===== config.mk =====
export PLATFORM = sky130hd
export DESIGN_NAME = alu_top
export DESIGN_NICKNAME = d
export VERILOG_FILES = /design/src/alu_pkg.sv /design/src/alu_math.sv /design/src/alu_logic.sv /design/src/alu_daa.sv /design/src/alu_flag_gen.sv /design/src/alu_top.sv
export SDC_FILE = /design/constraint.sdc
export NUM_CORES = 1
export LEC_CHECK = 0
export ABC_AREA = 1
export BUFFER_PORTS_ARGS = -buffer_cell sky130_fd_sc_hd__buf_2
export CAP_MARGIN = 0
export CORE_ASPECT_RATIO = 0.5
export CORE_MARGIN = 10
export CORE_UTILIZATION = 55
export DETAILED_ROUTE_END_ITERATION = 7
export PLACE_DENSITY = 0.77
export SLEW_MARGIN = 25
export SYNTH_ARGS = -nofsm -noshare
export SYNTH_HDL_FRONTEND = slang
export SYNTH_SLANG_ARGS = --single-unit

===== constraint.sdc =====
create_clock -name clkc -period 14.9 [get_ports clkc]
set_input_delay 2.235 -clock clkc [delete_from_list [all_inputs] [get_ports clkc]]
set_output_delay 2.235 -clock clkc [all_outputs]
set_load 0.005 [all_outputs]

===== src/alu_pkg.sv =====
// Shared ALU types and widths; opcode encoding is internal and carries no Z80 opcode values
package alu_pkg;

  // Word and byte datapath widths
  localparam int ALU_W  = 16;
  localparam int ALU_BW = 8;

  // Adder is built from nibble slices
  localparam int ALU_NW  = 4;
  localparam int ALU_NIB = ALU_W / ALU_NW;

  // Opcode field width
  localparam int ALU_OPW = 4;

  // Decimal adjust constants
  localparam logic [ALU_NW-1:0] DAA_LO_MAX  = 4'h9;
  localparam logic [ALU_BW-1:0] DAA_HI_MAX  = 8'h99;
  localparam logic [ALU_BW-1:0] DAA_LO_CORR = 8'h06;
  localparam logic [ALU_BW-1:0] DAA_HI_CORR = 8'h60;

  // Operation select
  typedef enum logic [ALU_OPW-1:0] {
    // Word arithmetic
    AOP_ADD,
    AOP_ADC,
    AOP_SUB,
    AOP_SBC,
    // Word plus sign-extended byte
    AOP_ADS,
    // Byte arithmetic
    AOP_BADD,
    AOP_BADC,
    AOP_BSUB,
    AOP_BSBC,
    // Byte logic
    AOP_AND,
    AOP_OR,
    AOP_XOR,
    // Decimal adjust of the low byte of a
    AOP_DAA
  } alu_op_t;

  // Processor flag set, Z80 naming
  typedef struct packed {
    // Sign
    logic s;
    // Zero
    logic z;
    // Half carry, bit 3 or bit 11
    logic h;
    // Parity or overflow
    logic pv;
    // Last op was a subtract
    logic n;
    // Carry or borrow
    logic c;
  } alu_flags_t;

  // One request, 42 bits
  typedef struct packed {
    alu_op_t          op;
    logic [ALU_W-1:0] a;
    // Only the low byte is used by byte ops
    logic [ALU_W-1:0] b;
    // Flags before the operation
    alu_flags_t       flags_in;
  } alu_req_t;

  // One result, 22 bits
  typedef struct packed {
    // Byte results come back zero-extended
    logic [ALU_W-1:0] value;
    alu_flags_t       flags;
  } alu_res_t;

endpackage


===== src/alu_math.sv =====
// Combinational nibble-chained adder; DAA must arrive already mapped onto BADD or BSUB
`timescale 1ns/1ps

module alu_math (
  input  logic [alu_pkg::ALU_W-1:0] alua_in,
  input  logic [alu_pkg::ALU_W-1:0] alub_in,
  input  alu_pkg::alu_op_t          aluop_reg,
  input  logic                      carry_bit,
  input  logic                      carry_daa,
  input  logic                      daa_op,
  input  logic                      word_op,
  output logic [alu_pkg::ALU_W-1:0] adder_out,
  output logic                      adder_c,
  output logic                      adder_hc,
  output logic                      adder_ov
);

  logic                                                sub_op;
  logic                                                alu_cin;
  logic [alu_pkg::ALU_W-1:0]                           b_eff;
  // Per nibble, bit ALU_NW is the carry or borrow out
  logic [alu_pkg::ALU_NIB-1:0][alu_pkg::ALU_NW:0]      nib;

  // Subtract ops and which ops take the carry flag in
  always_comb begin
    sub_op  = 1'b0;
    alu_cin = 1'b0;
    case (aluop_reg)
      alu_pkg::AOP_SUB,
      alu_pkg::AOP_BSUB: sub_op = 1'b1;
      alu_pkg::AOP_SBC,
      alu_pkg::AOP_BSBC: begin
        sub_op  = 1'b1;
        alu_cin = carry_bit;
      end
      alu_pkg::AOP_ADC,
      alu_pkg::AOP_BADC: alu_cin = carry_bit;
      default: ;
    endcase
  end

  // ADS adds a signed byte offset to a word
  assign b_eff = (aluop_reg == alu_pkg::AOP_ADS) ?
                 {{alu_pkg::ALU_BW{alub_in[alu_pkg::ALU_BW-1]}}, alub_in[alu_pkg::ALU_BW-1:0]} :
                 alub_in;

  // Ripple through the nibbles, low to high
  always_comb begin
    logic cy;
    cy = alu_cin;
    for (int i = 0; i < alu_pkg::ALU_NIB; i++) begin
      if (sub_op) begin
        nib[i] = {1'b0, alua_in[i*alu_pkg::ALU_NW +: alu_pkg::ALU_NW]}
               - {1'b0, b_eff[i*alu_pkg::ALU_NW +: alu_pkg::ALU_NW]}
               - {{alu_pkg::ALU_NW{1'b0}}, cy};
      end else begin
        nib[i] = {1'b0, alua_in[i*alu_pkg::ALU_NW +: alu_pkg::ALU_NW]}
               + {1'b0, b_eff[i*alu_pkg::ALU_NW +: alu_pkg::ALU_NW]}
               + {{alu_pkg::ALU_NW{1'b0}}, cy};
      end
      cy = nib[i][alu_pkg::ALU_NW];
    end
  end

  always_comb begin
    for (int i = 0; i < alu_pkg::ALU_NIB; i++) begin
      adder_out[i*alu_pkg::ALU_NW +: alu_pkg::ALU_NW] = nib[i][alu_pkg::ALU_NW-1:0];
    end
  end

  // Carry out of bit 15 or bit 7, DAA overrides
  assign adder_c  = word_op ? nib[3][alu_pkg::ALU_NW] :
                    daa_op  ? carry_daa : nib[1][alu_pkg::ALU_NW];
  // Half carry out of bit 11 or bit 3
  assign adder_hc = word_op ? nib[2][alu_pkg::ALU_NW] : nib[0][alu_pkg::ALU_NW];

  // Signed overflow, operand signs against result sign
  always_comb begin
    case (aluop_reg)
      alu_pkg::AOP_ADD,
      alu_pkg::AOP_ADC:  adder_ov = (alua_in[15] == b_eff[15]) && (adder_out[15] != alua_in[15]);
      alu_pkg::AOP_SUB,
      alu_pkg::AOP_SBC:  adder_ov = (alua_in[15] != b_eff[15]) && (adder_out[15] != alua_in[15]);
      alu_pkg::AOP_BADD,
      alu_pkg::AOP_BADC: adder_ov = (alua_in[7] == b_eff[7]) && (adder_out[7] != alua_in[7]);
      alu_pkg::AOP_BSUB,
      alu_pkg::AOP_BSBC: adder_ov = (alua_in[7] != b_eff[7]) && (adder_out[7] != alua_in[7]);
      default:           adder_ov = 1'b0;
    endcase
  end

endmodule


===== src/alu_logic.sv =====
// Byte AND/OR/XOR only; output is zero for every non-logic opcode
`timescale 1ns/1ps

module alu_logic (
  input  logic [alu_pkg::ALU_BW-1:0] a,
  input  logic [alu_pkg::ALU_BW-1:0] b,
  input  alu_pkg::alu_op_t           op,
  output logic [alu_pkg::ALU_BW-1:0] logic_out,
  output logic                       logic_par
);

  // Bitwise function select
  always_comb begin
    case (op)
      alu_pkg::AOP_AND: begin
        logic_out = a & b;
      end
      alu_pkg::AOP_OR: begin
        logic_out = a | b;
      end
      alu_pkg::AOP_XOR: begin
        logic_out = a ^ b;
      end
      default: begin
        // Not a logic op, keep the bus quiet
        logic_out = '0;
      end
    endcase
  end

  // Even parity, set for an even count of ones
  assign logic_par = ~^logic_out;

endmodule


===== src/alu_daa.sv =====
// DAA correction per the Z80 table; assumes the accumulator is the low byte of operand a
`timescale 1ns/1ps

module alu_daa (
  input  logic [alu_pkg::ALU_BW-1:0] acc,
  input  alu_pkg::alu_flags_t        flags_in,
  output logic [alu_pkg::ALU_BW-1:0] daa_corr,
  output logic                       carry_daa
);

  logic lo_fix;
  logic hi_fix;

  // Low digit out of BCD range or a half carry came in
  assign lo_fix = (acc[alu_pkg::ALU_NW-1:0] > alu_pkg::DAA_LO_MAX) || flags_in.h;

  // Whole byte past 99 or a carry came in
  assign hi_fix = (acc > alu_pkg::DAA_HI_MAX) || flags_in.c;

  // Both corrections can apply at once, giving 66
  always_comb begin
    daa_corr = '0;
    if (lo_fix) begin
      daa_corr = daa_corr | alu_pkg::DAA_LO_CORR;
    end
    if (hi_fix) begin
      daa_corr = daa_corr | alu_pkg::DAA_HI_CORR;
    end
  end

  // Decimal carry out
  assign carry_daa = hi_fix;

endmodule


===== src/alu_flag_gen.sv =====
// Result mux and flag forming; expects word_op, daa_op and log_op decoded by the caller
`timescale 1ns/1ps

module alu_flag_gen (
  input  alu_pkg::alu_op_t           op,
  input  logic                       word_op,
  input  logic                       daa_op,
  input  logic                       log_op,
  input  logic [alu_pkg::ALU_W-1:0]  adder_out,
  input  logic                       adder_c,
  input  logic                       adder_hc,
  input  logic                       adder_ov,
  input  logic [alu_pkg::ALU_BW-1:0] logic_out,
  input  logic                       logic_par,
  input  alu_pkg::alu_flags_t        flags_in,
  output alu_pkg::alu_res_t          res
);

  logic [alu_pkg::ALU_W-1:0] value;

  // Byte results are zero-extended
  always_comb begin
    if (log_op) begin
      value = {{(alu_pkg::ALU_W-alu_pkg::ALU_BW){1'b0}}, logic_out};
    end else if (word_op) begin
      value = adder_out;
    end else begin
      value = {{(alu_pkg::ALU_W-alu_pkg::ALU_BW){1'b0}}, adder_out[alu_pkg::ALU_BW-1:0]};
    end
  end

  always_comb begin
    res.value   = value;
    // Sign from the top bit of the result width
    res.flags.s = word_op ? value[alu_pkg::ALU_W-1] : value[alu_pkg::ALU_BW-1];
    res.flags.z = (value == '0);
    // Arithmetic defaults
    res.flags.h  = adder_hc;
    res.flags.pv = adder_ov;
    res.flags.c  = adder_c;
    res.flags.n  = 1'b0;
    if (log_op) begin
      // Z80 sets H only on AND
      res.flags.h  = (op == alu_pkg::AOP_AND);
      res.flags.pv = logic_par;
      res.flags.c  = 1'b0;
    end else if (daa_op) begin
      // Parity of the adjusted byte, N passes through
      res.flags.pv = ~^adder_out[alu_pkg::ALU_BW-1:0];
      res.flags.n  = flags_in.n;
    end else begin
      case (op)
        alu_pkg::AOP_SUB,
        alu_pkg::AOP_SBC,
        alu_pkg::AOP_BSUB,
        alu_pkg::AOP_BSBC: res.flags.n = 1'b1;
        alu_pkg::AOP_ADS:  res.flags.pv = 1'b0;
        default: ;
      endcase
    end
  end

endmodule


===== src/alu_top.sv =====
// Registered ALU, fixed 2-edge latency, no back-pressure; one result per accepted req_vld
`timescale 1ns/1ps

module alu_top (
  input  logic              clkc,
  input  logic              rst,
  input  logic              req_vld,
  input  alu_pkg::alu_req_t req,
  output logic              res_vld,
  output alu_pkg::alu_res_t res
);

  alu_pkg::alu_req_t         req_q;
  logic                      req_vld_q;
  logic                      word_op;
  logic                      daa_op;
  logic                      log_op;
  alu_pkg::alu_op_t          math_op;
  logic [alu_pkg::ALU_W-1:0] math_b;
  logic [alu_pkg::ALU_BW-1:0] daa_corr;
  logic                      carry_daa;
  logic [alu_pkg::ALU_W-1:0] adder_out;
  logic                      adder_c;
  logic                      adder_hc;
  logic                      adder_ov;
  logic [alu_pkg::ALU_BW-1:0] logic_out;
  logic                      logic_par;
  alu_pkg::alu_res_t         res_next;

  // Input stage, payload loads only on a strobe
  always_ff @(posedge clkc) begin
    if (req_vld) begin
      req_q <= req;
    end
  end

  // Opcode classes, decoded once here
  assign word_op = req_q.op inside {alu_pkg::AOP_ADD, alu_pkg::AOP_ADC, alu_pkg::AOP_SUB,
                                    alu_pkg::AOP_SBC, alu_pkg::AOP_ADS};
  assign daa_op  = (req_q.op == alu_pkg::AOP_DAA);
  assign log_op  = req_q.op inside {alu_pkg::AOP_AND, alu_pkg::AOP_OR, alu_pkg::AOP_XOR};

  // DAA runs through the adder as a byte add or subtract of the correction
  assign math_op = !daa_op ? req_q.op :
                   req_q.flags_in.n ? alu_pkg::AOP_BSUB : alu_pkg::AOP_BADD;
  assign math_b  = daa_op ? {{(alu_pkg::ALU_W-alu_pkg::ALU_BW){1'b0}}, daa_corr} : req_q.b;

  alu_daa i_alu_daa (
    .acc       (req_q.a[alu_pkg::ALU_BW-1:0]),
    .flags_in  (req_q.flags_in),
    .daa_corr  (daa_corr),
    .carry_daa (carry_daa)
  );

  alu_math i_alu_math (
    .alua_in   (req_q.a),
    .alub_in   (math_b),
    .aluop_reg (math_op),
    .carry_bit (req_q.flags_in.c),
    .carry_daa (carry_daa),
    .daa_op    (daa_op),
    .word_op   (word_op),
    .adder_out (adder_out),
    .adder_c   (adder_c),
    .adder_hc  (adder_hc),
    .adder_ov  (adder_ov)
  );

  alu_logic i_alu_logic (
    .a         (req_q.a[alu_pkg::ALU_BW-1:0]),
    .b         (req_q.b[alu_pkg::ALU_BW-1:0]),
    .op        (req_q.op),
    .logic_out (logic_out),
    .logic_par (logic_par)
  );

  alu_flag_gen i_alu_flag_gen (
    .op        (req_q.op),
    .word_op   (word_op),
    .daa_op    (daa_op),
    .log_op    (log_op),
    .adder_out (adder_out),
    .adder_c   (adder_c),
    .adder_hc  (adder_hc),
    .adder_ov  (adder_ov),
    .logic_out (logic_out),
    .logic_par (logic_par),
    .flags_in  (req_q.flags_in),
    .res       (res_next)
  );

  // Valid pipe and output stage, result held between strobes
  always_ff @(posedge clkc) begin
    if (rst) begin
      req_vld_q <= 1'b0;
      res_vld   <= 1'b0;
      res       <= '0;
    end else begin
      req_vld_q <= req_vld;
      res_vld   <= req_vld_q;
      if (req_vld_q) begin
        res <= res_next;
      end
    end
  end

endmodule


# Yosys cells after proc, flatten, opt, wreduce, memory -nomap -nowiden
# Cells that the tools add are included.
# op_classes
add_sub_neg	16
mul	0
div	0
n_lt_le_gt_ge	2
eq_ne	24
n_shift	0
muxes	27
bitwise_logic	3
n_reduce_logical	20
# op_table
op	n
two-way mux 16 bit	4
== test 4 x 3 -> 1 bit, second input constant	6
== test 4 bit, second input constant	6
case mux 8 bit (3 select lines)	1
adder 4 x 4 -> 5 bit	4
adder 5 x 1 -> 5 bit	4
two-way mux 5 bit	4
subtractor 4 x 4 -> 5 bit	4
subtractor 5 x 1 -> 5 bit	4
== test 4 x 2 -> 1 bit, second input constant	4
zero test 16 bit	1
XNOR reduction 8 bit	2
two-way mux 1 bit	12
OR reduction 4 bit	3
bitwise AND 8 bit	1
== test 4 x 1 -> 1 bit, second input constant	2
> comparator 8 bit, second input constant	1
zero test 4 bit	2
bitwise OR 8 bit	1
OR reduction 2 bit	4
bitwise XOR 8 bit	1
two-way mux 7 bit	1
nonzero test 5 bit	1
> comparator 4 bit, second input constant	1
9 further kinds	18
# word_totals
reg_bits	63
latchBits	0
mem_bits_rw	0
romBits	0
inputBits	45
out_inout_bits	23
word_cells	107
mem_count	0

# Logic depth before layout (Yosys ltp)
# depth
ltp_word	21
mapped_depth	48
mapped_depth_nobuf	47

# By module
# From an unflattened synthesis, not the netlist that was laid out.
# hier_totals
cells_unflattened	729
area_unflattened_um2	5506.5
# modules_own_cells
module	n_inst	cells_per_inst	area_per_inst_um2
alu_top	1	199	2339.7
alu_math	1	257	1750.4
alu_logic	1	123	724.4
alu_flag_gen	1	124	556.8
alu_daa	1	26	135.1

# Worst setup path after synthesis
# OpenSTA, ideal clock, no wires.
# synth_path
path_kind	register -> register
from	register req_q[39] (netlist bit)
to	register res[4] (netlist bit)
setup_time_ns	0.068
arrival_ns	6.615
required_ns	14.833
slack_ns	8.218
stages_incl_launch_ff	44
period_less_slack_ns	6.682
path_cell_list	edfxtp_1 > nor2_4 > inv_2 > nor2_1 > buf_6 > nor2_1 > o211ai_1 > nand2_1 > inv_1 > fa_1 > fa_1 > a21oi_1 > nor2_1 > nor2_1 > nand2_1 > a21boi_2 > fa_1 > fa_1 > [... 8 more ...] > a21oi_1 > nor2_1 > xor2_1 > nor2_1 > a31oi_1 > fa_1 > ha_1 > o21ai_0 > nand2_1 > xnor2_1 > nand2_1 > nand3_1 > nand2_1 > nor2_1 > nand2_1 > nor2_1 > nand2_1 > a21oi_2
# synth_via
elab_chain_len	16
word_cells_on_any_way	49
classes_between	add/sub (16); eq/ne (15); mux (12); reduce/logical (6)
# synth_lines
item	line	rtl
from (decl)	alu_top.sv:13	alu_pkg::alu_req_t req_q;
from (signal assigned)	alu_top.sv:33	req_q <= req;
parallel branches: the longest is 14 deep, another holds adder 4 x 4 -> 5 bit	--	
two-way mux 16 bit (*)	alu_flag_gen.sv:23	if (log_op) begin
zero test 16 bit (*)	alu_flag_gen.sv:36	res.flags.z = (value == '0);
to (signal assigned)	alu_top.sv:102	res <= res_next;
to (decl)	alu_top.sv:10	output alu_pkg::alu_res_t res
# Mark *: on every way between the ends.
# A chain may end at the register's enable or synchronous reset.

# Final worst setup path
# Same ends and word-level chain as after synthesis.

==> flow_summary.ini <==
[drt]
ant_nets = 0
vias = 4360
drt-wirelength-per-cell_um = 13.75
route.detailed.drc = 0
drt_wl_total_um = 11630
drt_iter0_drc = 375
viasPerCell = 5.154
first_pass_iters = 5

[clock_network]
postCtsSetupRepairBufs = 0
root_buffer = clkbuf_16
insertion_delay_ns = 0.34
clockBufferDepth = 2
h-tree-depth = 3
cts_hold_buffers = 0
numClockSinks = 63
cts_made_buffers = 9
cts_tree = yes
cts_repair_resize_count = 0
clkTransAtPathRegs_ns = 0.06

[synth]
synth_top_family_by_area = simple AND/OR/NAND/NOR gates
synth_cells = 660
syn_nets = 773
synth_top_area_frac = 0.2287
synth_area_leaders = edfxtp_1, ha_1, nand2_1
synth_seq_cells = 63
ys_async_sr_fraction = 0
synth_edf_count = 39
yosys.area_share.simple = 0.2497
synth_compound_area_frac = 0.1065
synthXorXnorAreaFrac = 0.02907
synth_area_per_cell_um2 = 7.759
synth.mux.area_fraction = 0
yosysWarnings = 0
syn_area_um2 = 5121
synth_top_area_cell = edfxtp_1
ys_seq_area_frac = 0.3225
synthAdderAreaFrac = 0.1896
ys_types = 41
synth_flop_cell = edfxtp_1

[critical_path]
worst_setup_path_end_kind = flop
max_stage_delay_ns = 0.68
worst-path-max-fanout = 11
required_ns = 15.17
crit_path_start_kind = flop
worst_path_dominant_cell_family = adder cells
crit_slowest_cell = nor2_1
arrival_ns = 8.50
critical_path_class = reg2reg
path_buf_inv = 4

[worst_hold_path]
hp-class = reg2reg

[power]
combPwrFrac = 0.373
p_seq_frac = 0.315
p_leak_nw = 3.032
irDropWorstVdd_mv = 0.07398
power.density_nw_per_um2 = 115.4
power.clock.fraction = 0.312
power.internal_mw = 0.4255
p_switching_mw = 0.2442
p_sw_frac = 0.3646

[placement]
dp_hpwl_um = 9041
io_buffers = 64
gp_congestion = 0.9285

[timing]
hold_viol_final = 0
finalSetupViolCount = 0
fin_crit_ns = 8.226
tightest_slew_ns = 0.9625
skew_ns = 0.004891
drv_slew = 0
max_freq_mhz = 121.6
rsz0062_at_grt = false
fin_crit_sh = 0.5521
setup_tns_ns = 0
timing.slew.headroom = 0.3574

[final_layout]
multi_input_area_um2 = 2944
regArea_um2 = 1652
layout-drive-gt1-share = 0.1578
final_core_util = 0.6529
areaGrowthSynthToFinish_pct = 13.32
insertedDiodeCount = 0
nets = 837
nFillCells = 758

[global_routing]
grt-ovfl-total = 0
grt_pass1_wl_um = 19470
grt_max_degree = 41
grt.total_usage = 0.1744
antenna_found_initial = 0
first_global_vias = 4234

[floorplan]
dieWidth_um = 156.5
die_h_um = 88.23
top_level_ports = 68
rows = 24
core_um2 = 8889
initial_core_util = 0.5762
design.die.area_um2 = 13800

[run]
cap_violations = 0

[status]
status = finished clean
[metal layers]
layer  up-vias  global-route usage  share of wire  routed length, µm
met5         -                   0              0                  0
met4         0             0.05957          0.017                199
met3        21             0.04358          0.056                652
met2       105              0.3009           0.48               5552
met1      2006              0.2116           0.45               5228
li1       2228                   -              -                  -
[cell type report]
type                    count  share of cell area
multi-input cells         470              0.5073
flip-flops and latches     63              0.2846
inverters                 116             0.07633
repair buffers             64             0.05520
clock buffers               9             0.03881
well taps                 117             0.02523
clock inverters             7             0.01251
[state kept, by name, indices dropped and copies added (netlist names)]
signal and count:
req_q 39, res 22, req_vld_q 1, res_vld 1
[stage by stage]
step,instance area [µm²],std cells,power (mW),hold WS [ns],setup WS (ns)
2_1_floorplan,5121,660,0.4057,0.4618,8.218
3_3_place_gp,5505,830,0.4520,0.4510,6.884
3_5_place_dp,5505,830,0.4600,0.4579,6.807
4_1_cts,5803,846,0.6712,0.4667,6.735
5_1_grt,5803,846,0.7222,0.4803,5.917
6_report,5803,846,0.6696,0.4678,6.674
[cells by family (layout without fill, tap and decap cells)]
group           Yosys count  in the layout
buf+inv                 127            196
flops                    63             63
simple gates            293            293
compound gates           92             92
xor+xnor                 17             17
fa+ha+maj                68             68
[final timing paths]
check	startpoint	depth (start not counted)	endpoint	slack [ns]
hold / removal	res[18]	2	res[18]	0.47
hold reg to reg	res[18]	2	res[18]	0.47
setup / recovery	req_q[39]	40	res[4]	6.67
setup reg to reg	req_q[39]	40	res[4]	6.67
[power by group through the flow]
| stage | combinational, mW | sequential (mW) | clock [mW] |
|---|---|---|---|
| after floorplan | 0.194 | 0.212 | 0 |
| after CTS | 0.249 | 0.211 | 0.211 |
| after detailed placement | 0.246 | 0.214 | 0 |
| after global placement | 0.238 | 0.214 | 0 |
| final | 0.250 | 0.211 | 0.209 |
| after global routing | 0.290 | 0.213 | 0.219 |
[cells in the mapped netlist (2+ instances only)]
library cell  number
nand2_1          159
inv_1            112
nor2_1            56
ha_1              52
nand3_1           50
edfxtp_1          39
o21ai_0           37
a21oi_1           29
dfxtp_1           24
fa_1              16
nand2_2           13
xnor2_1           11
o211ai_1           7
xor2_1             6
clkbuf_1           5
a21oi_2            4
nor2_2             4
o21ai_1            4
buf_6              3
nand3b_1           3
a31oi_1            2
buf_2              2
inv_2              2
o211ai_2           2
o21ai_2            2
[worst reg2reg max path, delay by kind of cell (launching register included)]
family                   cells  cell delay [ns]
AND/OR/NAND/NOR             17             2.54
buffers and inverters        4             0.59
XOR/XNOR                     3             0.45
flip-flops                   1             0.51
adder cells (fa/ha/maj)      7             2.61
AO/OA/AOI/OAI                9             1.48
[layout by cell type (no fill, tap or decap), types with 16 or more instances in the layout]
| cell type | instances |
|---|---|
| buf_2 | 64 |
| ha_1 | 52 |
| dfxtp_1 | 24 |
| edfxtp_1 | 39 |
| o21ai_0 | 37 |
| nand3_1 | 50 |
| a21oi_1 | 29 |
| nor2_1 | 56 |
| nand2_1 | 159 |
| inv_1 | 112 |
| fa_1 | 16 |
No activity file was read; power rests on OpenSTA's default activity.
